`src/usb_stream_defines.svh`:
```
`ifndef USB_STREAM_DEFINES_SVH
`define USB_STREAM_DEFINES_SVH

// --------------------------------------------------
// bus and pixel widths
// --------------------------------------------------
`define USB_WORD_W      32
`define USB_PIX_W       16

// --------------------------------------------------
// packet format
// --------------------------------------------------
`define USB_PKT_WORDS   13'd4096        // full packet incl header
`define USB_HDR_WORDS   2'd3
`define USB_HDR_NORMAL  32'h0000_8C0C
`define USB_HDR_EOF     32'h0000_8E0C   // end of frame bit set
`define USB_GAP_CYCLES  4'd8            // idle cycles after a packet

// buffering and run time inputs
`define USB_FIFO_AW     10
`define USB_CNT_W       16

`endif

```
`src/usb_stream_pkg.sv`:
```
`include "usb_stream_defines.svh"

package usb_stream_pkg;

	typedef logic [`USB_WORD_W-1:0] usb_word_t;
	typedef logic [`USB_PIX_W-1:0]  pix_t;
	typedef logic [`USB_CNT_W-1:0]  cnt_t;

	// word counter wide enough to hold a full packet length
	localparam int WCNT_W = $clog2(`USB_PKT_WORDS + 1);
	typedef logic [WCNT_W-1:0] wcnt_t;

	typedef enum logic [2:0] {
		ST_IDLE,
		ST_WAIT_READY,
		ST_HEADER,
		ST_PAYLOAD,
		ST_GAP
	} master_state_t;

endpackage

```
`src/pixel_packer.sv`:
```
`include "usb_stream_defines.svh"

module pixel_packer
	import usb_stream_pkg::*;
(
	input  logic      hdmit_halfclk,
	input  logic      reset,
	input  logic      pix_de_i,
	input  pix_t      pix_data_i,
	input  logic      fifo_full_i,
	input  logic      fifo_afull_i,
	output logic      pix_ready_o,
	output logic      wr_en_o,
	output usb_word_t wr_data_o
);

	logic half_valid;   // first pixel of a pair is held
	pix_t half_q;
	logic accept;

	// hold off the source before the fifo can overflow
	assign pix_ready_o = ~(fifo_full_i | (fifo_afull_i & half_valid));
	assign accept      = pix_de_i & pix_ready_o;

	assign wr_en_o   = accept & half_valid;
	assign wr_data_o = {pix_data_i, half_q};   // first pixel in the low half

	always_ff @(posedge hdmit_halfclk or posedge reset)
	begin
		if (reset)
		begin
			half_valid <= 1'b0;
		end
		else if (accept)
		begin
			half_valid <= ~half_valid;
		end
	end

	always_ff @(posedge hdmit_halfclk)
	begin
		if (accept & ~half_valid)
		begin
			half_q <= pix_data_i;
		end
	end

endmodule

```
`config.mk`:
```
export PLATFORM = sky130hd
export DESIGN_NAME = pixel_packer
export DESIGN_NICKNAME = d
export VERILOG_FILES = /design/src/usb_stream_pkg.sv /design/src/pixel_packer.sv
export VERILOG_INCLUDE_DIRS = /design/src /design/src/src
export SDC_FILE = /design/constraint.sdc
export NUM_CORES = 1
export LEC_CHECK = 0
export CORE_AREA = 2 2 39 41
export DETAILED_ROUTE_END_ITERATION = 12
export DIE_AREA = 0 0 41 43
export DONT_BUFFER_PORTS = 1
export PLACE_DENSITY = 0.68
export RECOVER_POWER = 100
export SETUP_SLACK_MARGIN = 0.05
export SYNTH_ARGS = -nofsm -noshare
export SYNTH_HDL_FRONTEND = slang
export SYNTH_SLANG_ARGS = --single-unit
```
`constraint.sdc`:
```
create_clock -name hdmit_halfclk -period 1.6 [get_ports hdmit_halfclk]
set_input_delay 0 -clock hdmit_halfclk [delete_from_list [all_inputs] [get_ports hdmit_halfclk]]
set_output_delay 0 -clock hdmit_halfclk [all_outputs]
set_load 0.01 [all_outputs]
```
==> metrics.yaml, run 1 <==
synth-compound-area-share_pct: 2.05
cts_made_buffers: 3
synth_top_area_cell: "edfxtp_1"
drtAntennaViolNets: 0
outcome: "completed"
core-area_um2: 1380
overflow: 0
critPathMostFrequentCell: "dlygate4sd3_1"
routed_via_density: 4.89
htree_levels: 1
synthMuxAreaShare_pct: 0
final_area_um2: 808
syn-num-nets: 61
drive_gt1_share_pct: 10.0
required_ps: 1810
finalCriticalPeriod_ps: 1270
cts_tree: "done"
postRouteWirelength_um: 984
first_iter_violations: 0
clk_pin_slew_worst_paths_ps: 90
synth_top_area_share_pct: 71.6
crit_path_cell_trace: "dlygate4sd3_1 > or2b_1 > dlygate4sd3_1 > a21oi_2"
timing.slew.headroom_pct: 75.9
ys_top_cells_by_area: "edfxtp_1 72%, buf_4 18%, dfrtp_1 3.7%"
synth_top_family_by_area: "buffers and inverters"
start_util_pct: 48.5
slowest_delay_ps: 580
cts-resized-gates: 0
yosysSeqAreaShare_pct: 75.4
worst_pin_slew_ps: 361
syn_inst: 40
pin_count: 55
report.final.slew_viol_count: 0
final_nets: 72
synth_area_um2: 671
finalSetupViolations: 0
cts_buffer_depth: 2
synth_xor_area_share_pct: 0
fin_crit_sh_pct: 79.3
power_density_nw_per_um2: 984
fmax_mhz: 788
dp_slack_ps: 556
final_cell_mix: "20 x dlygate4sd3_1, 16 x edfxtp_1, 3 x clkbuf_4, 2 x inv_1, 2 x clkbuf_1"
vdd_ir_drop_max_mv: 0.538
post_dp_cell_area_um2: 586
cts-root-buf: "clkbuf_4"
firstDrtPassIters: 1
holdBufCountCts: 20
path_buf_inv: 2
die-area_um2: 1760
area_delta_synth_final_pct: 20.5
clk_latency_ps: 270
ys_seq_elements: 17
cp.arrival_ps: 1480
grt_max_degree: 10
cap_violations: 0
synth-adder-area-share_pct: 0
fp.dieW_um: 41
path_class: "in -> reg"
vias: 323
core.rowCount: 14
antenna_found_initial: 0
cp_top_family: "buffers and inverters"
synth.distinct_cells: 9
worst_setup_path_start_kind: "input port"
hold_viol_final: 0
grt_pass1_wl_mm: 1.41
critPathMaxFanout: 3
post-cts-setup-buffers: 0
fin_tns_setup_ps: 0
num_antenna_cells: 0
leakagePower_uw: 0.000288
yosys_warnings: 0
grt_setup_unrepaired: "no"
postSynthAreaPerCell_um2: 16.8
hold_class: "in -> out"
finClkSkew_ps: 3.30
place.gp.congestion: 0.545
drcViolationCount: 0
grtUsageTotal_pct: 12.3
postLayoutSetupSlackWorst_ps: 331
slowest_stage: "dlygate4sd3_1"
grt_pass1_vias: 338
cts_sinks: 17
mostFrequentLayoutCell: "dlygate4sd3_1"
die_height_um: 43
io_buffers: 0
synthSimpleGateAreaFrac_pct: 3.54
end_kind: "flip-flop"
wire_per_inst_um: 14.9
[cells by family after synthesis]
group / Yosys count
buf+inv: 18
flops: 17
simple gates: 3
compound gates: 2
[cell type report]
class                           instances  area (um^2)
Multi-Input combinational cell          5         37.5
Fill cell                             121          576
Inverter                                2         7.51
Sequential cell                        17          505
Clock buffer                            4         26.3
Tap cell                               16         20.0
Timing Repair Buffer                   22          211
[worst paths after layout]
| path | end | cells past startpoint | from | slack [ps] |
|---|---|---|---|---|
| worst max-delay path | half_valid$_DFFE_PP0P_ | 4 | fifo_full_i | 330 |
| worst min-delay path | wr_data_o[31] | 0 | pix_data_i[15] | 0.004 |
| worst max register to register | half_q[1]$_DFFE_PP_ | 2 | half_valid$_DFFE_PP0P_ | 390 |
| worst min register to register | half_valid$_DFFE_PP0P_ | 2 | half_valid$_DFFE_PP0P_ | 560 |
| max in group asynchronous | half_valid$_DFFE_PP0P_ | 3 | reset | 990 |
| min in group asynchronous | half_valid$_DFFE_PP0P_ | 3 | reset | 510 |
[Yosys cell counts (all sizes together)]
| cell | count |
|---|---|
| dfrtp | 1 |
| buf | 16 |
| a21oi | 2 |
| and4bb | 1 |
| inv | 2 |
| or2b | 1 |
| nor2 | 1 |
| edfxtp | 16 |
[sequential cells by signal, summed over array words and instances (netlist names)]
signal / cells
half_q: 16
half_valid: 1
[per-stage QoR]
step / utilization [%] / power (uW) / cells / hold slack, ps
2_1_floorplan: - / 589 / 40 / -271
3_3_place_gp: 42.3 / 556 / 42 / -270
3_5_place_dp: 42.3 / 557 / 42 / -268
4_1_cts: 58.7 / 809 / 66 / 0.0757
5_1_grt: 58.4 / 834 / 66 / 0.0162
6_report: 58.4 / 795 / 66 / 0.00438
[routing by layer]
metal / global-route usage [%] / share of wire [%] / vias up
li1: - / - / 143
met1: 10.6 / 32 / 145
met2: 21.9 / 55 / 30
met3: 4.71 / 11 / 5
met4: 6.67 / 1.7 / 0
met5: 0 / 0 / -
[power breakdown]
part	switching (uW)	internal, uW	total (uW)
Combinational	21.2	40.3	61.5
Clock	115	96.5	212
Sequential	14.5	508	522
Power figures use the tool's default switching activity.
==> run 2, diff against run 1 <==
--- a/config.mk
+++ b/config.mk
@@ -6,11 +6,12 @@
 export SDC_FILE = /design/constraint.sdc
 export NUM_CORES = 1
 export LEC_CHECK = 0
+export ABC_AREA = 1
 export CORE_AREA = 2 2 39 41
 export DETAILED_ROUTE_END_ITERATION = 12
 export DIE_AREA = 0 0 41 43
 export DONT_BUFFER_PORTS = 1
-export PLACE_DENSITY = 0.68
+export PLACE_DENSITY = 0.69
 export RECOVER_POWER = 100
 export SETUP_SLACK_MARGIN = 0.05
 export SYNTH_ARGS = -nofsm -noshare
==> constraint.sdc (replaced) <==
create_clock -name hdmit_halfclk -period 1.3 [get_ports hdmit_halfclk]
set_input_delay 0 -clock hdmit_halfclk [delete_from_list [all_inputs] [get_ports hdmit_halfclk]]
set_output_delay 0 -clock hdmit_halfclk [all_outputs]
set_load 0.01 [all_outputs]
==> run 2 against run 1 <==
Utilization is 2.0 points higher. Flip-flop and latch count stayed put. Largest power group unchanged. Highest routed layer unchanged. Critical endpoint is now half_q[14]$_DFFE_PP_. Worst setup slack worse by 190 ps. First-iteration DRC count is 1 higher.
==> metrics.yaml, run 2 <==
outcome: "completed"  # unchanged
fin_crit_sh_pct: 88.8
synth_ff_type: "edfxtp_1"  # unchanged
num_antenna_cells: 0  # unchanged
cts_sinks: 17  # unchanged
post_dp_cell_area_um2: 603  # was 586 um^2
synthArstFlopShare_pct: 5.88  # unchanged
yosys_warnings: 0  # unchanged
final_nets: 77  # was 72
cap_violations: 0  # unchanged
slowest_delay_ps: 420  # was 580 ps
finClkSkew_ps: 7.75  # was 3.30 ps
pin_count: 55  # unchanged
slowest_stage: "dfrtp_1"  # was dlygate4sd3_1
required_ps: 1300  # was 1810 ps
vdd_ir_drop_max_mv: 0.607  # was 0.538 mV
critPathMaxFanout: 13  # was 3
worstHoldPathCells: 0  # unchanged
ys_seq_elements: 17  # unchanged
die-area_um2: 1760  # unchanged
reg_top3: "half_q x16, half_valid x1"  # unchanged
leakagePower_uw: 0.000319  # was 0.000288 uW
power_density_nw_per_um2: 1290  # was 984 nW/um^2
synthMuxAreaShare_pct: 0  # unchanged
routed_via_density: 4.86  # was 4.89
synthSimpleGateAreaFrac_pct: 4.44  # was 3.54%
hold_viol_final: 0  # unchanged
finalSetupViolations: 0  # unchanged
mostFrequentLayoutCell: "dlygate4sd3_1"  # unchanged
cts_made_buffers: 3  # unchanged
postSynthAreaPerCell_um2: 15.4  # was 16.8 um^2
synth-adder-area-share_pct: 0  # unchanged
grtUsageTotal_pct: 12.6  # was 12.3%
cts-resized-gates: 0  # unchanged
largest_reg_flops: 16  # unchanged
cts-root-buf: "clkbuf_4"  # unchanged
path_buf_inv: 3  # was 2
post-cts-setup-buffers: 0  # unchanged
ys_top_cells_by_area: "edfxtp_1 71%, buf_4 18%, dfrtp_1 3.7%"  # was edfxtp_1 72%, buf_4 18%, dfrtp_1 3.7%
holdBufCountCts: 21  # was 20
synth_area_um2: 676  # was 671 um^2
grt_pass1_wl_mm: 1.37  # was 1.41 mm
area_delta_synth_final_pct: 23.7  # was 20.5%
place.gp.congestion: 0.571  # was 0.545
cts_tree: "done"  # unchanged
report.final.slew_viol_count: 0  # unchanged
grt_pass1_vias: 339  # was 338
synthTopCellsByCount: "16 x buf_4, 16 x edfxtp_1, 4 x inv_1"  # was 16 x buf_4, 16 x edfxtp_1, 2 x inv_1
synth.distinct_cells: 9  # unchanged
fp.dieW_um: 41  # unchanged
grt_max_degree: 14  # was 10
cp_top_family: "flip-flops"  # was buffers and inverters
end_kind: "flip-flop"  # unchanged
path_depth: 4  # unchanged
reg2reg_slack_ps: 150  # was 390 ps
fmax_mhz: 866
firstDrtPassIters: 2  # was 1
final_area_um2: 836  # was 808 um^2
synth-edff-count: 16  # unchanged
core-area_um2: 1380  # unchanged
crit_path_cell_trace: "inv_1 > nand3_1 > inv_1 > buf_12"  # was dlygate4sd3_1 > or2b_1 > dlygate4sd3_1 > a21oi_2
hpwl_um: 676
start_util_pct: 48.8  # was 48.5%
wire_per_inst_um: 13.6  # was 14.9 um
path_class: "reg -> reg"  # was in -> reg
htree_levels: 1  # unchanged
drive_gt1_share_pct: 10.9  # was 10.0%
clk_pin_slew_worst_paths_ps: 100  # was 90 ps
stdcell_count: 71  # was 66
fin_tns_setup_ps: 0  # unchanged
first_iter_violations: 1  # was 0
syn-num-nets: 65  # was 61
vias: 345  # was 323
clk_latency_ps: 280  # was 270 ps
final_cell_mix: "21 x dlygate4sd3_1, 16 x edfxtp_1, 4 x inv_1, 3 x nand2_1, 3 x clkbuf_4"  # was 20 x dlygate4sd3_1, 16 x edfxtp_1, 3 x clkbuf_4, 2 x inv_1, 2 x clkbuf_1
hold_class: "in -> out"  # unchanged
grt_setup_unrepaired: "no"  # unchanged
worst_pin_slew_ps: 271  # was 361 ps
postRouteWirelength_um: 968  # was 984 um
dp_cells: 46  # was 42
synth_top_area_cell: "edfxtp_1"  # unchanged
rr_worst_depth: 4  # was 2
core.rowCount: 14  # unchanged
timing.slew.headroom_pct: 82.0  # was 75.9%
cts_buffer_depth: 2  # unchanged
antenna_found_initial: 0  # unchanged
top_register: "half_q"  # unchanged
finalCriticalPeriod_ps: 1150
drtAntennaViolNets: 0  # unchanged
critPathMostFrequentCell: "inv_1"  # was dlygate4sd3_1
synth-compound-area-share_pct: 0.741  # was 2.05%
cp.arrival_ps: 1150  # was 1480 ps
synth_xor_area_share_pct: 0  # unchanged
synth_top_area_share_pct: 71.1  # was 71.6%
overflow: 0  # unchanged
synth_top_family_by_area: "buffers and inverters"  # unchanged
yosysSeqAreaShare_pct: 74.8  # was 75.4%
io_buffers: 0  # unchanged
syn_inst: 44  # was 40
drcViolationCount: 0  # unchanged
worst_setup_path_start_kind: "flip-flop"  # was input port
die_height_um: 43  # unchanged
run 2: cell families (layout without fill, tap and decap cells):
kind of cell / after synthesis / in the layout
AND/OR/NAND/NOR: 6 / 6
buffers and inverters: 20 / 31
flip-flops: 17 / 17
AO/OA/AOI/OAI: 1 / 1
run 2: stage by stage:
| step | power (uW) | hold slack, ps | utilization (%) | worst slack [ps] |
|---|---|---|---|---|
| 3_5_place_dp | 782 | -268 | 43.6 | 157 |
| 5_1_grt | 1140 | 0.0112 | 60.4 | 68.4 |
| 4_1_cts | 1100 | 0.0760 | 60.8 | 129 |
| 2_1_floorplan | 795 | -271 | - | 72.1 |
| 3_3_place_gp | 775 | -269 | 43.6 | 213 |
| 6_report | 1080 | 0.00392 | 60.4 | 145 |
run 2: final timing paths:
path,startpoint,to
worst max-delay path,half_valid$_DFFE_PP0P_,half_q[14]$_DFFE_PP_
worst min register to register,half_valid$_DFFE_PP0P_,half_valid$_DFFE_PP0P_
worst max register to register,half_valid$_DFFE_PP0P_,half_q[14]$_DFFE_PP_
min in group asynchronous,reset,half_valid$_DFFE_PP0P_
worst min-delay path,pix_data_i[8],wr_data_o[24]
max in group asynchronous,reset,half_valid$_DFFE_PP0P_
run 2: area by class of cell:
type,count,area (um^2)
clock buffer,3,22.5
clock inverter,1,5.00
fill,111,548
inverter,4,15.0
multi-input combinational,7,30.0
sequential,17,505
tap,16,20.0
timing repair buffer,23,238
run 2: worst reg2reg max path, stage by stage (launching register included):
cell and delay, ps:
dfrtp_1 420, inv_1 90, nand3_1 90, inv_1 120, buf_12 150
run 2: report_power, final:
part	leakage [uW]	total (uW)	internal [uW]	switching [uW]
logic	0.000142	122	69.4	52.9
clock network	0.0000177	264	114	150
registers	0.000159	692	655	37.2
total	0.000319	1080	838	240
run 2: layer usage:
metal | routed length, um | track usage, % | vias up | share of wire, %
met1 | 337 | 10.2 | 158 | 35
met5 | 0 | 0 | - | 0
met2 | 525 | 20.9 | 28 | 54
met3 | 89 | 5.76 | 2 | 9.2
li1 | - | - | 157 | -
met4 | 15 | 10.0 | 0 | 1.5
