`src/usb_stream_defines.svh`:
```
`ifndef USB_STREAM_DEFINES_SVH
`define USB_STREAM_DEFINES_SVH

// --------------------------------------------------
// bus and pixel widths
// --------------------------------------------------
`define USB_WORD_W      32
`define USB_PIX_W       16

// --------------------------------------------------
// packet format
// --------------------------------------------------
`define USB_PKT_WORDS   13'd4096        // full packet incl header
`define USB_HDR_WORDS   2'd3
`define USB_HDR_NORMAL  32'h0000_8C0C
`define USB_HDR_EOF     32'h0000_8E0C   // end of frame bit set
`define USB_GAP_CYCLES  4'd8            // idle cycles after a packet

// buffering and run time inputs
`define USB_FIFO_AW     10
`define USB_CNT_W       16

`endif

```
`src/usb_stream_pkg.sv`:
```
`include "usb_stream_defines.svh"

package usb_stream_pkg;

	typedef logic [`USB_WORD_W-1:0] usb_word_t;
	typedef logic [`USB_PIX_W-1:0]  pix_t;
	typedef logic [`USB_CNT_W-1:0]  cnt_t;

	// word counter wide enough to hold a full packet length
	localparam int WCNT_W = $clog2(`USB_PKT_WORDS + 1);
	typedef logic [WCNT_W-1:0] wcnt_t;

	typedef enum logic [2:0] {
		ST_IDLE,
		ST_WAIT_READY,
		ST_HEADER,
		ST_PAYLOAD,
		ST_GAP
	} master_state_t;

endpackage

```
`src/usb_word_out.sv`:
```
`include "usb_stream_defines.svh"

module usb_word_out
	import usb_stream_pkg::*;
(
	input  logic       hdmit_halfclk,
	input  logic       reset,
	input  logic       word_issue_i,
	input  logic       hdr_sel_i,
	input  logic [1:0] hdr_idx_i,
	input  logic       frame_last_pkt_i,
	input  logic       pkt_last_i,
	input  usb_word_t  fifo_data_i,
	output usb_word_t  fdata_o,
	output logic       slwr_o,
	output logic       pktend_o
);

	usb_word_t hdr_word;
	usb_word_t word_nxt;

	// video payload header table
	always_comb
	begin
		case (hdr_idx_i)
			2'd0:    hdr_word = frame_last_pkt_i ? `USB_HDR_EOF : `USB_HDR_NORMAL;
			default: hdr_word = '0;   // words 1 and 2 carry no timestamp
		endcase
	end

	assign word_nxt = hdr_sel_i ? hdr_word : fifo_data_i;

	// --------------------------------------------------
	// bus registers, strobes active low
	// --------------------------------------------------
	always_ff @(posedge hdmit_halfclk or posedge reset)
	begin
		if (reset)
		begin
			fdata_o  <= '0;
			slwr_o   <= 1'b1;
			pktend_o <= 1'b1;
		end
		else
		begin
			slwr_o   <= ~word_issue_i;
			pktend_o <= ~(word_issue_i & pkt_last_i & frame_last_pkt_i);
			if (word_issue_i)
			begin
				fdata_o <= word_nxt;
			end
		end
	end

endmodule

```
`config.mk`:
```
export PLATFORM = sky130hd
export DESIGN_NAME = usb_word_out
export DESIGN_NICKNAME = d
export VERILOG_FILES = /design/src/usb_stream_pkg.sv /design/src/usb_word_out.sv
export VERILOG_INCLUDE_DIRS = /design/src /design/src/src
export SDC_FILE = /design/constraint.sdc
export NUM_CORES = 1
export LEC_CHECK = 0
export ABC_AREA = 1
export BUFFER_PORTS_ARGS = -buffer_cell sky130_fd_sc_hd__buf_2
export CORE_UTILIZATION = 46
export DETAILED_ROUTE_END_ITERATION = 12
export PLACE_DENSITY = 0.86
export SETUP_SLACK_MARGIN = 0.02
export SLEW_MARGIN = 20
export SYNTH_ARGS = -nofsm -noshare
export SYNTH_HDL_FRONTEND = slang
export SYNTH_SLANG_ARGS = --single-unit
```
`constraint.sdc`:
```
create_clock -name hdmit_halfclk -period 2.6 [get_ports hdmit_halfclk]
set_clock_uncertainty 0.1 [all_clocks]
set_input_delay 0.26 -clock hdmit_halfclk [delete_from_list [all_inputs] [get_ports hdmit_halfclk]]
set_output_delay 0.26 -clock hdmit_halfclk [all_outputs]
set_load 0.03 [all_outputs]
```
==> results.rst, run 1 <==
.. list-table::
   :header-rows: 1

   * - Metric
     - Value
   * - Outcome
     - completed
   * - Worst-skew pair later-pin latency
     - between 0.3 and 0.4 ns
   * - Req. time, crit path
     - ~2.2 ns
   * - Global-route wire length before repair
     - a little over 5 mm
   * - Met2 track utilization from global routing
     - between 30% and 40%
   * - Buffers from clock root to sink, at most
     - 2
   * - Final number of max-transition violations
     - 0
   * - Total power density per cell area
     - roughly 680 nW/um^2
   * - Library cell contributing the largest single delay on the critical path
     - sky130_fd_sc_hd__dfstp_2
   * - Cell internal power dissipation
     - about 870 uW
   * - Total number of H-tree levels
     - 2
   * - Area added between synthesis and finish
     - 37.7%
   * - Number of optimization iterations in the first detailed-route pass
     - 4
   * - Setup slack of the critical path after layout
     - 1.20 ns
   * - Floorplan die area
     - between 3000 and 4000 sq um
   * - Placeable core region
     - 2730 sq um
   * - Slack of the worst reg-to-reg path
     - between 1.5 and 2 ns
   * - Path category of the worst min-delay check
     - in2reg
   * - DR iter-0 viols
     - 47
   * - Worst setup timing slack at the placement stage
     - 0.977 ns
   * - Slew headroom
     - between 50% and 60%
   * - GP Congestion
     - just under 0.8
   * - Count of final hold-check violations
     - 0
   * - Met1 global-route usage
     - roughly a quarter
   * - Logic depth of the worst register-to-register path
     - 4
   * - Net total in the final layout
     - 267
   * - Crit. Startpoint
     - slwr_o
   * - FP Rows
     - 19
   * - Total of warnings raised by yosys
     - 0
   * - Die width
     - 55.4 microns
   * - Critical Path Source Type
     - flop
   * - Count of state elements after synthesis
     - 34
   * - Actual slew at the worst max-slew pin
     - between 0.6 and 0.7 ns
   * - Vias per inst
     - roughly 4.8
   * - Sw Pwr
     - roughly 360 uW
   * - Busiest grt layer
     - met2
   * - Initial antenna violation count
     - 0
   * - CTS tree
     - yes
   * - Synthesized Nets
     - around 190
   * - Number of DRC violations after detailed routing
     - 0
   * - Ratio of final minimum period to clock period
     - between 50% and 60%
   * - Final Critical Period
     - roughly 1.4 ns
   * - Number of standard cells after synthesis
     - ~150
   * - Post-Syn Area per Cell
     - ~9 sq um
   * - Most frequent standard cell in the layout excluding fill and tap cells
     - sky130_fd_sc_hd__nand2_1
   * - Number of resized instances in the post-cts repair step
     - 0
   * - Distinct cell type count after synthesis
     - 10
   * - Met3 track demand over resource in global routing
     - ~11%
   * - Cell at the root of the clock tree
     - sky130_fd_sc_hd__clkbuf_4
   * - Number of CTS-inserted buffers
     - 5
   * - Final-layout setup total negative slack
     - 0 ns
   * - Half-perimeter wire length of the detailed placement result
     - roughly 2.1 mm
   * - Initial Util
     - a little under 50%
   * - Top fanout value on the critical path
     - 1
   * - Worst EP arrival
     - approximately 1.0 ns
   * - Maximum number of pins on one net before global-route repair
     - 35
   * - Proportion of power drawn by combinational gates
     - 19.2%
   * - Cells traversed along the worst timing path
     - buf_2
   * - Aggregate global-route resource usage
     - between 20% and 30%
   * - Maximum achievable frequency
     - approximately 700 MHz
   * - Via total after detailed routing
     - between 1k and 1.5k
   * - Max VDD drop
     - between 0.5 and 0.6 mV
   * - Worst path max stage delay
     - approximately 0.53 ns
   * - Endpoint of the worst-slack reg-to-reg timing path
     - fdata_o[9]
   * - Unrepaired setup endpoints after global routing
     - false
   * - Kind of critical path
     - reg2out
   * - Average detailed-routed wire length per instance
     - between 10 and 15 microns
   * - Sequential fraction of design power
     - between 40% and 50%
   * - Switching part of the total
     - between 20% and 30%
   * - Type of element capturing the critical path
     - output pin
   * - Ratio of cells with drive above 1 in the final layout
     - 37.4%
   * - Most frequent cells in the layout
     - 93 x sky130_fd_sc_hd__nand2_1, 73 x sky130_fd_sc_hd__buf_2, 32 x sky130_fd_sc_hd__dfrtp_1, 8 x sky130_fd_sc_hd__nand3_1, 5 x sky130_fd_sc_hd__clkbuf_4
   * - R2r startpoint
     - fdata_o[9]
   * - Setup Fix Bufs, Post-CTS
     - 0
   * - Final setup violation count
     - 0
   * - Worst-path clk slew
     - ~0.10 ns
   * - Static leakage
     - around 1.1 nW
   * - Proportion of synthesized chip area in sequential cells
     - between 60% and 70%
   * - Crit path capture
     - slwr_o
   * - Number of I/O port buffers
     - 73
   * - Delay-heaviest family, CP
     - flip-flops
   * - Number of cells on the critical path
     - 1
   * - Number of sinks on the clock net
     - 34
   * - Share of total power in the clock network
     - around 32%
   * - GRT Residual Overflow
     - 0
   * - Bufs and invs on worst path
     - 1
   * - Count of max-cap constraint violations
     - 0
   * - Total wire length after detailed routing
     - slightly above 3 mm
   * - Summed instance area of the synthesized netlist
     - 1310 sq um
   * - Vias in the first global route
     - around 1.2k
   * - Die H
     - about 55 microns
   * - Number of fillers in the final layout
     - roughly 240
   * - Post-DRT Antenna Nets
     - 0
   * - Number of top-level pins
     - between 70 and 80
   * - Number of inserted diodes
     - 0
[worst min-delay path by stage]
stage,to,slack [ns],cells past startpoint,from
global route,fdata_o[30],0.004,3,fifo_data_i[30]
floorplan,pktend_o,0.20,1,pkt_last_i
detailed placement,fdata_o[16],0.27,3,reset
finish,fdata_o[5],0.02,3,fifo_data_i[5]
CTS,fdata_o[24],0.008,3,fifo_data_i[24]
global placement,fdata_o[16],0.27,3,reset
[state kept, by name, summed over array words and instances (netlist names)]
register and flops:
pktend_o 1, slwr_o 1, fdata_o 32
[cell families (layout without fill, tap and decap cells)]
group                  count (synthesis)  after routing  share of synthesized area, %
AND/OR/NAND/NOR                      103            103                          30.8
buffers and inverters                 11             90                          4.28
flip-flops                            34             34                          65.0
[worst min-delay path: cells and delay by family]
kind | cells | cell delay (ns)
and+or+nand+nor | 2 | 0.08
buffers and inverters | 1 | 0.07
[area by class of cell]
| type | instances | area, sq um | area share, % |
|---|---|---|---|
| Clock buffer | 6 | 51.3 | 2.84 |
| Sequential cell | 34 | 853 | 47.2 |
| Tap cell | 31 | 38.8 | 2.14 |
| Timing Repair Buffer | 78 | 413 | 22.8 |
| Inverter | 5 | 18.8 | 1.04 |
| Multi-Input combinational cell | 103 | 404 | 22.3 |
| Clock inverter | 1 | 30.0 | 1.66 |
[power groups by stage]
| stage | logic (mW) | clock network, mW | registers (mW) |
|---|---|---|---|
| global route | 0.255 | 0.426 | 0.599 |
| CTS | 0.235 | 0.401 | 0.594 |
| finish | 0.235 | 0.396 | 0.594 |
| global placement | 0.228 | 0 | 0.604 |
| floorplan | 0.0605 | 0 | 0.688 |
| detailed placement | 0.234 | 0 | 0.602 |
[cell usage after synthesis, drive strengths merged]
| library cell | instances | share of area, % |
|---|---|---|
| nand3 | 8 | 3.0 |
| inv | 5 | 1.4 |
| dfstp | 2 | 4.0 |
| nor2 | 2 | 1.1 |
| dfrtp | 32 | 61 |
| buf | 6 | 2.9 |
| nand2 | 93 | 27 |
[timing repair]
| action | in CTS | in global routing |
|---|---|---|
| hold buffers | 2 | 2 |
| hold endpoints to repair | 33 | 2 |
| setup endpoints to repair | 0 | 0 |
[metal layers]
layer  share of wire (%)  wire (microns)  vias to the layer above
met5                   0               0                        -
met4                 1.8              56                        0
met3                 7.9             244                        6
met2                  49            1500                       62
met1                  42            1280                      564
li1                    -               -                      602
[metrics by stage]
stage | hold slack, ns | instance area, sq um | power (mW) | instances | util (%)
after floorplan | 0.203 | 1310 | 0.749 | 148 | -
after global placement | 0.267 | 1690 | 0.831 | 247 | 61.7
final | 0.0174 | 1810 | 1.22 | 258 | 66.2
after global routing | 0.00426 | 1810 | 1.28 | 258 | 66.2
after CTS | 0.00765 | 1790 | 1.23 | 256 | 65.4
after detailed placement | 0.273 | 1690 | 0.836 | 247 | 61.7
No activity file was read; power rests on OpenSTA's default activity.
==> run 2, diff against run 1 <==
CORE_UTILIZATION = 43   (was 46)
PLACE_DENSITY = 0.81   (was 0.86)
clock period = 1.3 ns   (was 2.6 ns; I/O delays follow)
==> results.rst, run 2 (same netlist as run 1, synthesis figures left out) <==
.. list-table::
   :header-rows: 1

   * - Metric
     - Value
   * - Floorplan die area
     - 3280 sq um (+6.7%)
   * - CTS tree
     - yes
   * - Crit. Startpoint
     - slwr_o
   * - Number of sinks on the clock net
     - 34 (unchanged)
   * - Library cell contributing the largest single delay on the critical path
     - sky130_fd_sc_hd__dfstp_2
   * - Vias in the first global route
     - 1320 (+12%)
   * - Sequential fraction of design power
     - 50.8% (+2.3 points)
   * - Worst EP arrival
     - 1.01 ns (-0.03 ns)
   * - Ratio of final minimum period to clock period
     - ~95%
   * - Half-perimeter wire length of the detailed placement result
     - 1.95 mm (-7.0%)
   * - Share of total power in the clock network
     - 25.3% (-7.0 points)
   * - Critical Path Source Type
     - flop
   * - Switching part of the total
     - 30.3% (+1.3 points)
   * - Maximum achievable frequency
     - 807 MHz
   * - Proportion of power drawn by combinational gates
     - 24.0% (+4.8 points)
   * - Post-route core utilization
     - 76.1% (+9.9 points)
   * - Die width
     - 57.3 microns (+3.3%)
   * - Ratio of cells with drive above 1 in the final layout
     - 33.2% (-4.2 points)
   * - DR iter-0 viols
     - 76 (+62%)
   * - Failing checks
     - DRC
   * - Cell at the root of the clock tree
     - sky130_fd_sc_hd__clkbuf_4
   * - Global-route wire length before repair
     - 5.67 mm (+11%)
   * - Register with the highest flop count
     - fdata_o
   * - Outcome
     - finished, violations left
   * - Biggest regs
     - fdata_o x32, pktend_o x1, slwr_o x1
   * - Number of cells on the critical path
     - 1 (unchanged)
   * - Number of top-level pins
     - 74 (unchanged)
   * - Kind of critical path
     - reg2out
   * - Max FFs per register
     - 32 (unchanged)
   * - Cell internal power dissipation
     - 1.63 mW (+88%)
   * - Worst-path clk slew
     - 0.09 ns (about the same)
   * - Delay-heaviest family, CP
     - flip-flops
   * - Vias per inst
     - 4.53 (-5.4%)
   * - Placeable core region
     - 2830 sq um (+3.5%)
   * - Number of optimization iterations in the first detailed-route pass
     - 8 (+4)
   * - Post-DRT Antenna Nets
     - 0 (unchanged)
   * - Number of CTS-inserted buffers
     - 5 (unchanged)
   * - Final-layout setup total negative slack
     - 0 ns (unchanged)
   * - Sw Pwr
     - 709 uW (+99%)
   * - Most frequent standard cell in the layout excluding fill and tap cells
     - sky130_fd_sc_hd__nand2_1
   * - Req. time, crit path
     - 1.07 ns (-1.17 ns)
   * - Area added between synthesis and finish
     - 63.8%
   * - Slew headroom
     - 72.9% (+16 points)
   * - Top fanout value on the critical path
     - 1 (unchanged)
   * - Count of max-cap constraint violations
     - 0 (unchanged)
   * - Bufs and invs on worst path
     - 1 (unchanged)
   * - Worst hold margin
     - 0.0207 ns (+0.00336 ns)
   * - Initial antenna violation count
     - 0 (unchanged)
   * - Count of final hold-check violations
     - 0 (unchanged)
   * - Number of inserted diodes
     - 0 (unchanged)
   * - Path category of the worst min-delay check
     - in2reg
   * - Hold wc startpoint
     - fifo_data_i[9]
   * - Aggregate global-route resource usage
     - 23.3% (+1.1 points)
   * - Average detailed-routed wire length per instance
     - 11.7 microns (-1.6%)
   * - Final number of max-transition violations
     - 0 (unchanged)
   * - Final Critical Period
     - roughly 1.2 ns
   * - Actual slew at the worst max-slew pin
     - 0.407 ns (-0.245 ns)
   * - Number of I/O port buffers
     - 73 (unchanged)
   * - Die H
     - 57.3 microns (+3.3%)
   * - FP Rows
     - 19 (unchanged)
   * - Final setup violation count
     - 0 (unchanged)
   * - Total power density per cell area
     - 1090 nW/um^2 (+61%)
   * - Maximum number of pins on one net before global-route repair
     - 35 (unchanged)
   * - Logic depth of the worst register-to-register path
     - 4 (unchanged)
   * - Type of element capturing the critical path
     - output pin
   * - Most frequent cells in the layout
     - 93 x sky130_fd_sc_hd__nand2_1, 71 x sky130_fd_sc_hd__buf_2, 37 x sky130_fd_sc_hd__dlygate4sd3_1, 32 x sky130_fd_sc_hd__dfrtp_1, 8 x sky130_fd_sc_hd__nand3_1
   * - Setup slack of the critical path after layout
     - 0.0608 ns (-1.14 ns)
   * - Unrepaired setup endpoints after global routing
     - false
   * - Total number of H-tree levels
     - 2 (unchanged)
   * - Instance count along the most critical hold path
     - 5 (+2)
   * - Total wire length after detailed routing
     - 3.47 mm (+13%)
   * - Net total in the final layout
     - 304 (+14%)
   * - GRT Residual Overflow
     - 0 (unchanged)
   * - Cells traversed along the worst timing path
     - buf_4
   * - Number of DRC violations after detailed routing
     - 7 (+7)
   * - Buffers from clock root to sink, at most
     - 2 (unchanged)
   * - Max VDD drop
     - 0.756 mV (+46%)
   * - Static leakage
     - 1.27 nW (+13%)
   * - Worst-skew pair later-pin latency
     - 0.32 ns (about the same)
   * - R2r startpoint
     - fdata_o[9]
   * - Via total after detailed routing
     - 1340 (+8.6%)
   * - GP Congestion
     - 0.685 (-13%)
   * - Worst setup timing slack at the placement stage
     - 0.342 ns (-0.634 ns)
   * - Worst path max stage delay
     - 0.54 ns (about the same)
   * - Initial Util
     - 46.4% (-1.6 points)
   * - PnR Total Power
     - 2.34 mW (+91%)
## run 2: cell types whose count changed in the layout (fill, tap and decap cells not counted), sizes merged
cell	before	now
dlygate4sd3	4	37
buf	74	78
clkbuf	6	8
bufinv	1	0
## run 2: layout make-up
type / count / area, sq um
Fill cell: 215 / 677
Sequential cell: 34 / 853
Timing Repair Buffer: 115 / 778
Tap cell: 31 / 38.8
Clock buffer: 8 / 58.8
Multi-Input combinational cell: 103 / 404
Inverter: 5 / 18.8
## run 2: worst min-delay path: cells and delay by family
family	cells	cell delay (ns)
buffers and inverters	2	0.10
and+or+nand+nor	3	0.18
## run 2: routing by layer
layer  part of all wire (%)  global-route usage, %
met4                    1.4                   7.32
met2                     48                   42.4
met1                     43                   25.6
met3                    7.3                   7.71
met5                      0                      0
## run 2: path summary, 6_finish.rpt
kind                            slack (ns)           to
worst max-delay path                  0.06       slwr_o
worst min-delay path                  0.02   fdata_o[9]
worst max register to register        0.52   fdata_o[9]
worst min register to register        0.39  fdata_o[31]
max in group asynchronous             0.43       slwr_o
min in group asynchronous             0.35   fdata_o[8]
## run 2: per-stage QoR
step / std cells / cell area (sq um)
after floorplan: 148 / 1310
after global placement: 251 / 1720
after detailed placement: 251 / 1720
after CTS: 296 / 2150
after global routing: 296 / 2150
final: 296 / 2150
## run 2: repair_timing
item / in CTS / in global routing
hold endpoints to repair: 65 / 0
setup endpoints to repair: 0 / 2
resized for setup: 0 / 4
hold buffers: 37 / 0
setup buffers: 0 / 0
## run 2: power groups by stage
stage	sequential [mW]	combinational, mW	clock (mW)
final	1.19	0.561	0.592
after global routing	1.20	0.608	0.658
after CTS	1.19	0.555	0.612
after detailed placement	1.20	0.474	0
after global placement	1.21	0.466	0
after floorplan	1.38	0.121	0
