$ cat src/usb_stream_defines.svh
`ifndef USB_STREAM_DEFINES_SVH
`define USB_STREAM_DEFINES_SVH

// --------------------------------------------------
// bus and pixel widths
// --------------------------------------------------
`define USB_WORD_W      32
`define USB_PIX_W       16

// --------------------------------------------------
// packet format
// --------------------------------------------------
`define USB_PKT_WORDS   13'd4096        // full packet incl header
`define USB_HDR_WORDS   2'd3
`define USB_HDR_NORMAL  32'h0000_8C0C
`define USB_HDR_EOF     32'h0000_8E0C   // end of frame bit set
`define USB_GAP_CYCLES  4'd8            // idle cycles after a packet

// buffering and run time inputs
`define USB_FIFO_AW     10
`define USB_CNT_W       16

`endif

$ cat src/usb_stream_pkg.sv
`include "usb_stream_defines.svh"

package usb_stream_pkg;

	typedef logic [`USB_WORD_W-1:0] usb_word_t;
	typedef logic [`USB_PIX_W-1:0]  pix_t;
	typedef logic [`USB_CNT_W-1:0]  cnt_t;

	// word counter wide enough to hold a full packet length
	localparam int WCNT_W = $clog2(`USB_PKT_WORDS + 1);
	typedef logic [WCNT_W-1:0] wcnt_t;

	typedef enum logic [2:0] {
		ST_IDLE,
		ST_WAIT_READY,
		ST_HEADER,
		ST_PAYLOAD,
		ST_GAP
	} master_state_t;

endpackage

$ cat src/usb_master_fsm.sv
`include "usb_stream_defines.svh"

module usb_master_fsm
	import usb_stream_pkg::*;
(
	input  logic       hdmit_halfclk,
	input  logic       reset,
	input  logic       flaga_i,
	input  logic       fifo_empty_i,
	input  logic       hdr_done_i,
	input  logic       pkt_last_i,
	input  logic       gap_done_i,
	output logic       word_issue_o,
	output logic       hdr_sel_o,
	output logic       pop_o,
	output logic       gap_run_o,
	output logic [1:0] faddr_o
);

	master_state_t state;
	master_state_t state_nxt;
	logic          pkt_end_q;   // last word of a packet is on the bus

	// --------------------------------------------------
	// word issue strobes
	// --------------------------------------------------
	assign hdr_sel_o    = (state == ST_HEADER) & flaga_i;
	assign pop_o        = (state == ST_PAYLOAD) & flaga_i & ~fifo_empty_i;
	assign word_issue_o = hdr_sel_o | pop_o;
	assign gap_run_o    = (state == ST_GAP);

	always_comb
	begin
		state_nxt = state;
		case (state)
			ST_IDLE:
			begin
				if (~fifo_empty_i)
					state_nxt = ST_WAIT_READY;
			end
			ST_WAIT_READY:
			begin
				if (flaga_i)
					state_nxt = ST_HEADER;
			end
			ST_HEADER:
			begin
				if (hdr_sel_o & hdr_done_i)
					state_nxt = ST_PAYLOAD;
			end
			ST_PAYLOAD:
			begin
				if (pop_o & pkt_last_i)
					state_nxt = ST_GAP;
			end
			ST_GAP:
			begin
				if (gap_done_i)
					state_nxt = ST_IDLE;
			end
			default:
			begin
				state_nxt = ST_IDLE;
			end
		endcase
	end

	always_ff @(posedge hdmit_halfclk or posedge reset)
	begin
		if (reset)
		begin
			state <= ST_IDLE;
		end
		else
		begin
			state <= state_nxt;
		end
	end

	// socket flips once the last word of a packet has gone out
	always_ff @(posedge hdmit_halfclk or posedge reset)
	begin
		if (reset)
		begin
			pkt_end_q <= 1'b0;
			faddr_o   <= 2'b00;
		end
		else
		begin
			pkt_end_q <= pop_o & pkt_last_i;
			if (pkt_end_q)
			begin
				faddr_o <= faddr_o ^ 2'b01;
			end
		end
	end

endmodule

$ cat config.mk
export PLATFORM = sky130hd
export DESIGN_NAME = usb_master_fsm
export DESIGN_NICKNAME = d
export VERILOG_FILES = /design/src/usb_stream_pkg.sv /design/src/usb_master_fsm.sv
export VERILOG_INCLUDE_DIRS = /design/src /design/src/src
export SDC_FILE = /design/constraint.sdc
export NUM_CORES = 1
export LEC_CHECK = 0
export BUFFER_PORTS_ARGS = -buffer_cell sky130_fd_sc_hd__clkbuf_2
export CAP_MARGIN = 20
export CORE_AREA = 2 2 39 41
export CTS_BUF_LIST = sky130_fd_sc_hd__clkbuf_2
export CTS_CLUSTER_DIAMETER = 50
export CTS_CLUSTER_SIZE = 24
export DETAILED_ROUTE_END_ITERATION = 8
export DIE_AREA = 0 0 41 43
export SYNTH_ARGS = -nofsm -noshare
export SYNTH_HDL_FRONTEND = slang
export SYNTH_SLANG_ARGS = --single-unit
$ cat constraint.sdc
create_clock -name hdmit_halfclk -period 3.05 [get_ports hdmit_halfclk]
set_input_delay 0.1525 -clock hdmit_halfclk [delete_from_list [all_inputs] [get_ports hdmit_halfclk]]
set_output_delay 0.1525 -clock hdmit_halfclk [all_outputs]
set_load 0.03 [all_outputs]
==> metrics.md, run 1 <==
| Metric | Value |
|---|---|
| Status | `finished, final reports clean` |
| Worst r2r src | `state[0]$_DFFE_PP0P_` |
| Hold Path End | `state[2]$_DFFE_PP0P_` |
| Type of the most critical hold path | `input port to flop` |
| Clock sink total | `5` |
| Worst vdd ir | `0.304 mV` |
| Die H | `43 um` |
| Data arrival time of the critical path | `1.31 ns` |
| H-tree level count | `1` |
| Setup_tns | `0 ns` |
| Distinct cell type count after synthesis | `16` |
| Via count | `228` |
| Static Leak | `0.195 nW` |
| CTS tree | `yes` |
| Row cnt | `14` |
| All-Layer GR Usage | `0.0706` |
| Final Max Tran Viols | `0` |
| # Post-CTS Setup Buffers | `0` |
| Syn nets | `33` |
| Finish-stage setup viols | `0` |
| Worst R2R End | `state[2]$_DFFE_PP0P_` |
| Drt pass-1 iters | `4` |
| Syn Inst Count | `26` |
| IO Port Bufs | `11` |
| Core Box Area | `0.00138 sq mm` |
| Syn Area/Cell | `9.87 sq um` |
| Worst-path maximum fanout | `4` |
| Most frequent cells in the layout | `15 x clkbuf_2, 5 x dfrtp_1, 3 x inv_1` |
| Clock Skews | `0.000654 ns` |
| P per Cell Area | `801 mW/mm^2` |
| Drt via density | `4.00` |
| Worst reg-to-reg setup slack | `1.95 ns` |
| DIE AREA | `0.00176 sq mm` |
| Die width | `41 um` |
| CTS Buf Count | `3` |
| #FFs+latches synth | `5` |
| Final period util | `0.481` |
| Residual DRC | `0` |
| CP endpoint kind | `primary output` |
| Maxcap violations | `0` |
| Detail Route Antenna Nets | `0` |
| Synthesized area | `256 sq um` |
| Fin crit period | `1.47 ns` |
| Cell Count Post-Placement | `52` |
| DR WL/cell | `7.95 um` |
| Drt first-iter violations | `4` |
| Grt ovf | `0` |
| Longest Clk Path Bufs | `2` |
| Share of cells above drive strength 1 | `0.390` |
| Hold wc startpoint | `gap_done_i` |
| Most common cell after layout, fill and taps aside | `clkbuf_2` |
| Sequential fraction of the synthesis area | `0.488` |
| YS warnings | `0` |
| Root buffer cell | `clkbuf_2` |
| CP Launch Type | `flop` |
| Worst-Skew Late Latency | `0.21 ns` |
| RSZ-0062 raised after global routing | `false` |
| FMAX | `682 MHz` |
| Worst Hold Depth | `3` |
| Area grow syn2layout | `38.0%` |
| Post-route insts no fill | `57` |
| Pin count of the biggest net entering global routing | `9` |
| Initial Util | `0.185` |
| Post-CTS resize count | `0` |
| GP Congestion | `0.674` |
| Antenna diodes | `0` |
| I/O pin total | `13` |
| Antenna violations before repair | `0` |
| Reg2reg path depth | `3` |
| Final WL | `453 um` |
| Worst EP required | `2.90 ns` |
| Clock-pin slew on the worst setup and hold paths | `0.05 ns` |
| Nets | `49` |
| Hold Vio Cnt, Final | `0` |
| Filler cells | `159` |
| Cts hold-fix bufs | `1` |
| First-pass GRT wire length | `779 um` |
| Vias in the first global route | `206` |
| CP Class | `flop to primary output` |
[critical path, stage by stage, from the launching register on]
cell and delay [ns]:
dfrtp_1 0.40, and2b_1 0.21, nand2_1 0.08, nor3b_1 0.17, clkbuf_2 0.23
[cells by family (layout without fill, tap and decap cells)]
| group | Yosys count | count (layout) | synth area share |
|---|---|---|---|
| buffers and inverters | 4 | 19 | 0.0732 |
| AO/OA/AOI/OAI | 7 | 7 | 0.185 |
| AND/OR/NAND/NOR | 8 | 8 | 0.205 |
| flip-flops | 5 | 5 | 0.488 |
| XOR/XNOR | 1 | 1 | 0.0342 |
| other | 1 | 1 | 0.0146 |
[per-layer routing]
metal / global-route usage / share of wire / vias to the layer above
li1: - / - / 119
met1: 0.0847 / 0.48 / 94
met2: 0.0813 / 0.38 / 13
met3: 0.0314 / 0.097 / 2
met4: 0.0800 / 0.035 / 0
met5: 0 / 0 / -
[layout make-up]
type                       instances  area [sq um]  share of cell area
tap                               16          20.0              0.0565
multi-input combinational         17           113               0.318
clock buffer                       4          20.0              0.0565
inverter                           3          11.3              0.0318
timing repair buffer              12          65.1               0.184
sequential                         5           125               0.353
[Yosys cell counts, drive strengths merged]
library cell,n,area share
buf,1,0.029
xor2,1,0.034
and2,1,0.034
dfrtp,5,0.49
nor2,2,0.029
and4b,1,0.039
nor3b,2,0.059
o21ai,1,0.019
a211oi,1,0.029
a311oi,2,0.068
a21oi,2,0.039
a21o,1,0.029
and2b,1,0.029
inv,3,0.044
nand2,1,0.015
conb,1,0.015
[sequential cells by signal (all words and copies together) (netlist names)]
signal / cells
state: 3
faddr_o: 1
pkt_end_q: 1
[through the flow]
step / utilization / hold WS [ns] / setup WS (ns) / instance area (sq um) / power [mW]
6_report: 0.256 / 0.178 / 1.58 / 354 / 0.284
2_1_floorplan: - / -0.0690 / 1.51 / 256 / 0.193
3_3_place_gp: 0.234 / 0.0385 / 1.81 / 324 / 0.223
3_5_place_dp: 0.234 / 0.0395 / 1.81 / 324 / 0.223
4_1_cts: 0.256 / 0.172 / 1.55 / 354 / 0.289
5_1_grt: 0.256 / 0.164 / 1.46 / 354 / 0.311
[report_power, final]
| part | leakage, nW | total, mW | switching (mW) | internal (mW) |
|---|---|---|---|---|
| combinational | 0.117 | 0.106 | 0.0645 | 0.0419 |
| sequential | 0.0611 | 0.116 | 0.0276 | 0.0885 |
| clock | 0.0166 | 0.0612 | 0.0265 | 0.0347 |
[worst max-delay path by stage]
stage,slack (ns),from,depth (start not counted),endpoint
after floorplan,1.51,state[2]$_DFFE_PP0P_,3,pop_o
after global placement,1.81,state[2]$_DFFE_PP0P_,4,pop_o
after detailed placement,1.81,state[2]$_DFFE_PP0P_,4,pop_o
after CTS,1.55,state[2]$_DFFE_PP0P_,4,pop_o
after global routing,1.46,state[1]$_DFFE_PP0P_,4,pop_o
final,1.58,state[2]$_DFFE_PP0P_,4,pop_o
Note: power is estimated with default switching activity, not from simulation.
==> run 2: changes to the inputs <==
clock period = 1.3 ns   (was 3.05 ns; I/O delays follow)
==> run 2 against run 1 <==
Net effect: cell area is 14% higher; the run now ends with negative setup slack left; count of clock-buffer cells in the layout stayed put; setup slack worse by 1.6 ns; sequential share of layout area is 4.5 points lower; highest routed layer unchanged; utilization is 3.7 points higher; routed wire length is 47% higher; clock skew is 0.0076 ns higher; die area stayed put.
==> metrics.md, run 2 (synthesis results as in run 1) <==
| Metric | Value |
|---|---|
| HPWL Detailed | `404 um` |
| Biggest register | `state` |
| Detail Route Antenna Nets | `0 (unchanged)` |
| Total Power | `0.768 mW (+170%)` |
| RSZ-0062 raised after global routing | `true` |
| Nets | `52 (+6.1%)` |
| Worst EP required | `1.24 ns (-1.66 ns)` |
| First-pass GRT wire length | `1060 um (+36%)` |
| CTS Buf Count | `3 (unchanged)` |
| Met3 Use GR | `0.0314 (unchanged)` |
| Met1 Resource Use GR | `0.114 (+0.0297)` |
| Pin count of the biggest net entering global routing | `9 (unchanged)` |
| Vias in the first global route | `223 (+8.3%)` |
| Clock Skews | `0.00828 ns (+0.00763 ns)` |
| Clock sink total | `5 (unchanged)` |
| GRT met2 Usage | `0.125 (+0.0438)` |
| Busiest grt layer | `met4` |
| Worst-Skew Late Latency | `0.22 ns (about the same)` |
| Root buffer cell | `clkbuf_2` |
| Share of cells above drive strength 1 | `0.500 (+0.110)` |
| Final period util | `1.03` |
| Most common cell after layout, fill and taps aside | `clkbuf_2` |
| Status | `complete, but fails checks` |
| FMAX | `750 MHz` |
| Maxcap violations | `0 (unchanged)` |
| Type of the most critical hold path | `input port to flop` |
| Worst-path maximum fanout | `3 (-1)` |
| CP Class | `flop to primary output` |
| Hold Vio Cnt, Final | `0 (unchanged)` |
| Worst vdd ir | `0.415 mV (+37%)` |
| Fin crit period | `1.33 ns` |
| IO Port Bufs | `11 (unchanged)` |
| All-Layer GR Usage | `0.103 (+0.0324)` |
| Sw Share | `0.416 (-0.00197)` |
| DIE AREA | `0.00176 sq mm (unchanged)` |
| Most frequent cells in the layout | `11 x clkbuf_2, 6 x buf_4, 5 x dfrtp_1` |
| Post-route setup slack | `-0.0326 ns (-1.62 ns)` |
| P per Cell Area | `1900 mW/mm^2 (+140%)` |
| CTS tree | `yes` |
| Pint | `0.449 mW (+170%)` |
| Violated checks | `negative setup slack` |
| Clock power share | `0.198 (-0.018)` |
| Residual DRC | `0 (unchanged)` |
| I/O pin total | `13 (unchanged)` |
| Filler cells | `151 (-5.0%)` |
| Clock-pin slew on the worst setup and hold paths | `0.06 ns (about the same)` |
| Logic gate share of total power | `0.463 (+0.088)` |
| Core Box Area | `0.00138 sq mm (unchanged)` |
| Drt first-iter violations | `4 (unchanged)` |
| Data arrival time of the critical path | `1.27 ns (-0.04 ns)` |
| Switch Pwr | `0.320 mW (+170%)` |
| DR WL/cell | `11.1 um (+39%)` |
| WHS | `0.0936 ns (-0.0843 ns)` |
| Final WL | `664 um (+47%)` |
| H-tree level count | `1 (unchanged)` |
| Final Max Tran Viols | `0 (unchanged)` |
| Die H | `43 um (unchanged)` |
| Antenna diodes | `0 (unchanged)` |
| Antenna violations before repair | `0 (unchanged)` |
| Largest regs | `state: 3 flops, faddr_o: 1 flops, pkt_end_q: 1 flops` |
| Initial Util | `0.185 (unchanged)` |
| Seq pwr share | `0.339 (-0.070)` |
| Row cnt | `14 (unchanged)` |
| Max reg flops | `3 (unchanged)` |
| CP Launch Type | `flop` |
| Area grow syn2layout | `58.0%` |
| Drt via density | `4.33 (+8.3%)` |
| Finish-stage setup viols | `1 (+1)` |
| Via count | `260 (+14%)` |
| Static Leak | `0.217 nW (+11%)` |
| Drt pass-1 iters | `4 (unchanged)` |
| CP endpoint kind | `primary output` |
| Grt ovf | `0 (unchanged)` |
| GP Congestion | `0.697 (+3.4%)` |
| Die width | `41 um (unchanged)` |
| Longest Clk Path Bufs | `2 (unchanged)` |
## run 2: cell types whose count changed in the layout (fill, tap and decap cells not counted), sizes merged
cell,change
buf,+6
clkbuf,-3
## run 2: cell type report
type	count	area, sq um	area share
clock buffer	4	20.0	0.0494
sequential	5	125	0.309
multi-input combinational	17	125	0.309
tap	16	20.0	0.0494
inverter	3	11.3	0.0278
timing repair buffer	15	104	0.256
## run 2: critical path, cell delays in order (launching register included)
cell,delay [ns]
dfrtp_1,0.38
and2b_1,0.22
nand2_2,0.07
nor3b_2,0.20
clkbuf_8,0.19
## run 2: metrics by stage
step	cell area [sq um]	utilization	setup WS, ns	setup TNS [ns]	instances
after detailed placement	334	0.241	0.174	0	52
final	405	0.293	-0.0326	-0.0326	60
after floorplan	267	-	0.0866	0	26
after global routing	405	0.293	-0.124	-0.132	60
after global placement	334	0.241	0.177	0	52
after CTS	393	0.284	-0.0261	-0.0261	59
## run 2: per-layer routing
metal | share of wire | routed length, um
met1 | 0.42 | 280
met2 | 0.49 | 323
met3 | 0.038 | 25
met4 | 0.053 | 35
met5 | 0 | 0
## run 2: final timing paths
kind                                      start                endpoint  slack, ns  cells after the start
max                        state[2]$_DFFE_PP0P_                   pop_o      -0.03                      4
min                                  gap_done_i    state[2]$_DFFE_PP0P_       0.09                      3
max reg2reg                state[0]$_DFFE_PP0P_    state[2]$_DFFE_PP0P_       0.15                      3
min reg2reg                 pkt_end_q$_DFF_PP0_  faddr_o[0]$_DFFE_PP0P_       0.43                      1
max in group asynchronous                 reset    state[2]$_DFFE_PP0P_       0.84                      3
min in group asynchronous                 reset    state[1]$_DFFE_PP0P_       0.27                      3
## run 2: what timing repair did
| action | CTS | global route |
|---|---|---|
| hold buffers | 1 | 0 |
| endpoints found under the setup margin | 3 | 4 |
| pin swaps | 0 | 2 |
| hold endpoints to repair | 5 | 0 |
| gates cloned | 0 | 0 |
| setup buffers | 2 | 1 |
| resized for setup | 4 | 7 |
## run 2: power by group through the flow
stage	sequential, mW	combinational (mW)	clock, mW
final	0.260	0.356	0.152
after global routing	0.269	0.385	0.163
after CTS	0.259	0.321	0.161
after detailed placement	0.280	0.257	0
after global placement	0.277	0.255	0
after floorplan	0.298	0.165	0
==> run 3: changes to the inputs <==
SKIP_CTS_REPAIR_TIMING = 1   (was unset)
==> run 3 against run 2 <==
Net effect: the run still ends with negative setup slack left; count of clock-buffer cells in the layout unchanged; fmax decreased by 1.8%; utilization decreased by 1.1 points; final cell count decreased by 1.7%; critical endpoint unchanged; largest power group unchanged; highest routed layer unchanged.
==> metrics.md, run 3 (synthesis results as in run 1) <==
| Metric | Value |
|---|---|
| Status | `complete, but fails checks` |
| Violated checks | `negative setup slack` |
| FMAX | `737 MHz (-1.8%)` |
| CTS Buf Count | `3 (unchanged)` |
| P per Cell Area | `1910 mW/mm^2 (+0.76%)` |
| Drt pass-1 iters | `4 (unchanged)` |
| Clock sink total | `5 (unchanged)` |
| Maxcap violations | `0 (unchanged)` |
| Hold Vio Cnt, Final | `0 (unchanged)` |
| I/O pin total | `13 (unchanged)` |
| Nets | `51 (-1.9%)` |
| DR WL/cell | `10.4 um (-5.7%)` |
| Antenna diodes | `0 (unchanged)` |
| HPWL Detailed | `404 um (unchanged)` |
| RSZ-0062 raised after global routing | `true` |
| Via count | `257 (-1.2%)` |
| Top Metal Used | `met4` |
| Hold wc startpoint | `flaga_i` |
| Root buffer cell | `clkbuf_2` |
| Longest Clk Path Bufs | `2 (unchanged)` |
| Worst EP required | `1.24 ns (about the same)` |
| GP Congestion | `0.697 (unchanged)` |
| Post-route setup slack | `-0.0566 ns (-0.0240 ns)` |
| Die H | `43 um (unchanged)` |
| Detail Route Antenna Nets | `0 (unchanged)` |
| Worst-path maximum fanout | `4 (+1)` |
| Reg2reg path depth | `4 (+1)` |
| Clock-pin slew on the worst setup and hold paths | `0.07 ns (about the same)` |
| Worst path cell trace | `and2b_1 -> nand2_2 -> nor3b_2 -> buf_4` |
| Placed cell area | `334 sq um (unchanged)` |
| Data arrival time of the critical path | `1.29 ns (+0.02 ns)` |
| DIE AREA | `0.00176 sq mm (unchanged)` |
| CP Class | `flop to primary output` |
| Most common cell after layout, fill and taps aside | `clkbuf_2` |
| Final WL | `616 um (-7.2%)` |
| CTS tree | `yes` |
| Static Leak | `0.209 nW (-3.5%)` |
| CP endpoint kind | `primary output` |
| Largest regs | `state: 3 flops, faddr_o: 1 flops, pkt_end_q: 1 flops` |
| Area grow syn2layout | `52.2%` |
| Most frequent cells in the layout | `12 x clkbuf_2, 5 x buf_4, 4 x dfrtp_1` |
| Final Max Tran Viols | `0 (unchanged)` |
| CP max stage delay | `0.40 ns (+0.02 ns)` |
| Worst Hold Depth | `2 (-1)` |
| WHS | `0.0935 ns (-0.000126 ns)` |
| Core Box Area | `0.00138 sq mm (unchanged)` |
| Metal3 WL | `23 um (-8.0%)` |
| Worst-Skew Late Latency | `0.23 ns (about the same)` |
| Worst r2r src | `state[1]$_DFFE_PP0P_` |
| Final period util | `1.04 (+0.0185)` |
| Pin count of the biggest net entering global routing | `9 (unchanged)` |
| Drt via density | `4.36 (+0.52%)` |
| H-tree level count | `1 (unchanged)` |
| Row cnt | `14 (unchanged)` |
| Initial Util | `0.185 (unchanged)` |
| Finish-stage setup viols | `1 (unchanged)` |
| Worst reg-to-reg setup slack | `0.12 ns (-0.03 ns)` |
| CP Launch Type | `flop` |
| Worst R2R End | `state[2]$_DFFE_PP0P_` |
| IO Port Bufs | `11 (unchanged)` |
| Fin crit period | `1.36 ns (+0.0240 ns)` |
| Biggest register | `state` |
| Grt ovf | `0 (unchanged)` |
| Clock Skews | `0.0127 ns (+0.00440 ns)` |
| Crit-path leading delay family | `simple AND/OR/NAND/NOR gates` |
| First-pass GRT wire length | `890 um (-16%)` |
| Slowest stage cell, crit path | `dfrtp_1` |
| Hold Path End | `state[0]$_DFFE_PP0P_` |
| Total Power | `0.746 mW (-3.0%)` |
| CP Buf/Inv Count | `1 (unchanged)` |
| Max reg flops | `3 (unchanged)` |
| Antenna violations before repair | `0 (unchanged)` |
| All-Layer GR Usage | `0.0868 (-0.0161)` |
| Vias in the first global route | `204 (-8.5%)` |
| Share of cells above drive strength 1 | `0.512 (+0.0116)` |
| Type of the most critical hold path | `input port to flop` |
| Drt first-iter violations | `3 (-1)` |
| Final instance area | `390 sq um (-3.7%)` |
| Residual DRC | `0 (unchanged)` |
| Worst vdd ir | `0.490 mV (+18%)` |
| WL met2 | `306 um (-5.3%)` |
| Die width | `41 um (unchanged)` |
| Post-Route M1 WL | `266 um (-5.0%)` |
run 3: changes by cell type in the layout (fill, tap and decap cells not counted):
cell	previous run	this run
dfrtp_1	5	4
buf_4	6	5
clkbuf_2	11	12
clkbuf_8	1	0
dfrtp_2	0	1
run 3: layout make-up:
type	instances	area (sq um)
fillers	153	993
flip-flops and latches	5	126
multi-input cells	17	125
repair buffers	14	87.6
clock buffers	4	20.0
well taps	16	20.0
inverters	3	11.3
run 3: worst max path at each step:
stage	cells past startpoint	startpoint	endpoint	slack, ns
finish	4	state[2]$_DFFE_PP0P_	pop_o	-0.06
global route	4	state[2]$_DFFE_PP0P_	pop_o	-0.17
CTS	4	state[1]$_DFFE_PP0P_	pop_o	-0.09
detailed placement	4	state[2]$_DFFE_PP0P_	pop_o	0.17
global placement	4	state[2]$_DFFE_PP0P_	pop_o	0.18
floorplan	3	state[2]$_DFFE_PP0P_	word_issue_o	0.09
run 3: power by group:
group | internal, mW | switching, mW | leakage (nW)
clock | 0.0816 | 0.0718 | 0.0166
sequential | 0.210 | 0.0718 | 0.0604
combinational | 0.138 | 0.172 | 0.132
run 3: layer usage:
layer | up-vias | GRT usage
li1 | 122 | -
met1 | 124 | 0.101
met2 | 9 | 0.0875
met3 | 2 | 0.0314
met4 | 0 | 0.140
met5 | - | 0
run 3: through the flow:
| step | utilization | cells | worst slack [ns] | setup TNS [ns] |
|---|---|---|---|---|
| floorplan | - | 26 | 0.0866 | 0 |
| global route | 0.282 | 59 | -0.167 | -0.302 |
| CTS | 0.256 | 56 | -0.0903 | -0.153 |
| global placement | 0.241 | 52 | 0.177 | 0 |
| detailed placement | 0.241 | 52 | 0.174 | 0 |
| finish | 0.282 | 59 | -0.0566 | -0.0566 |
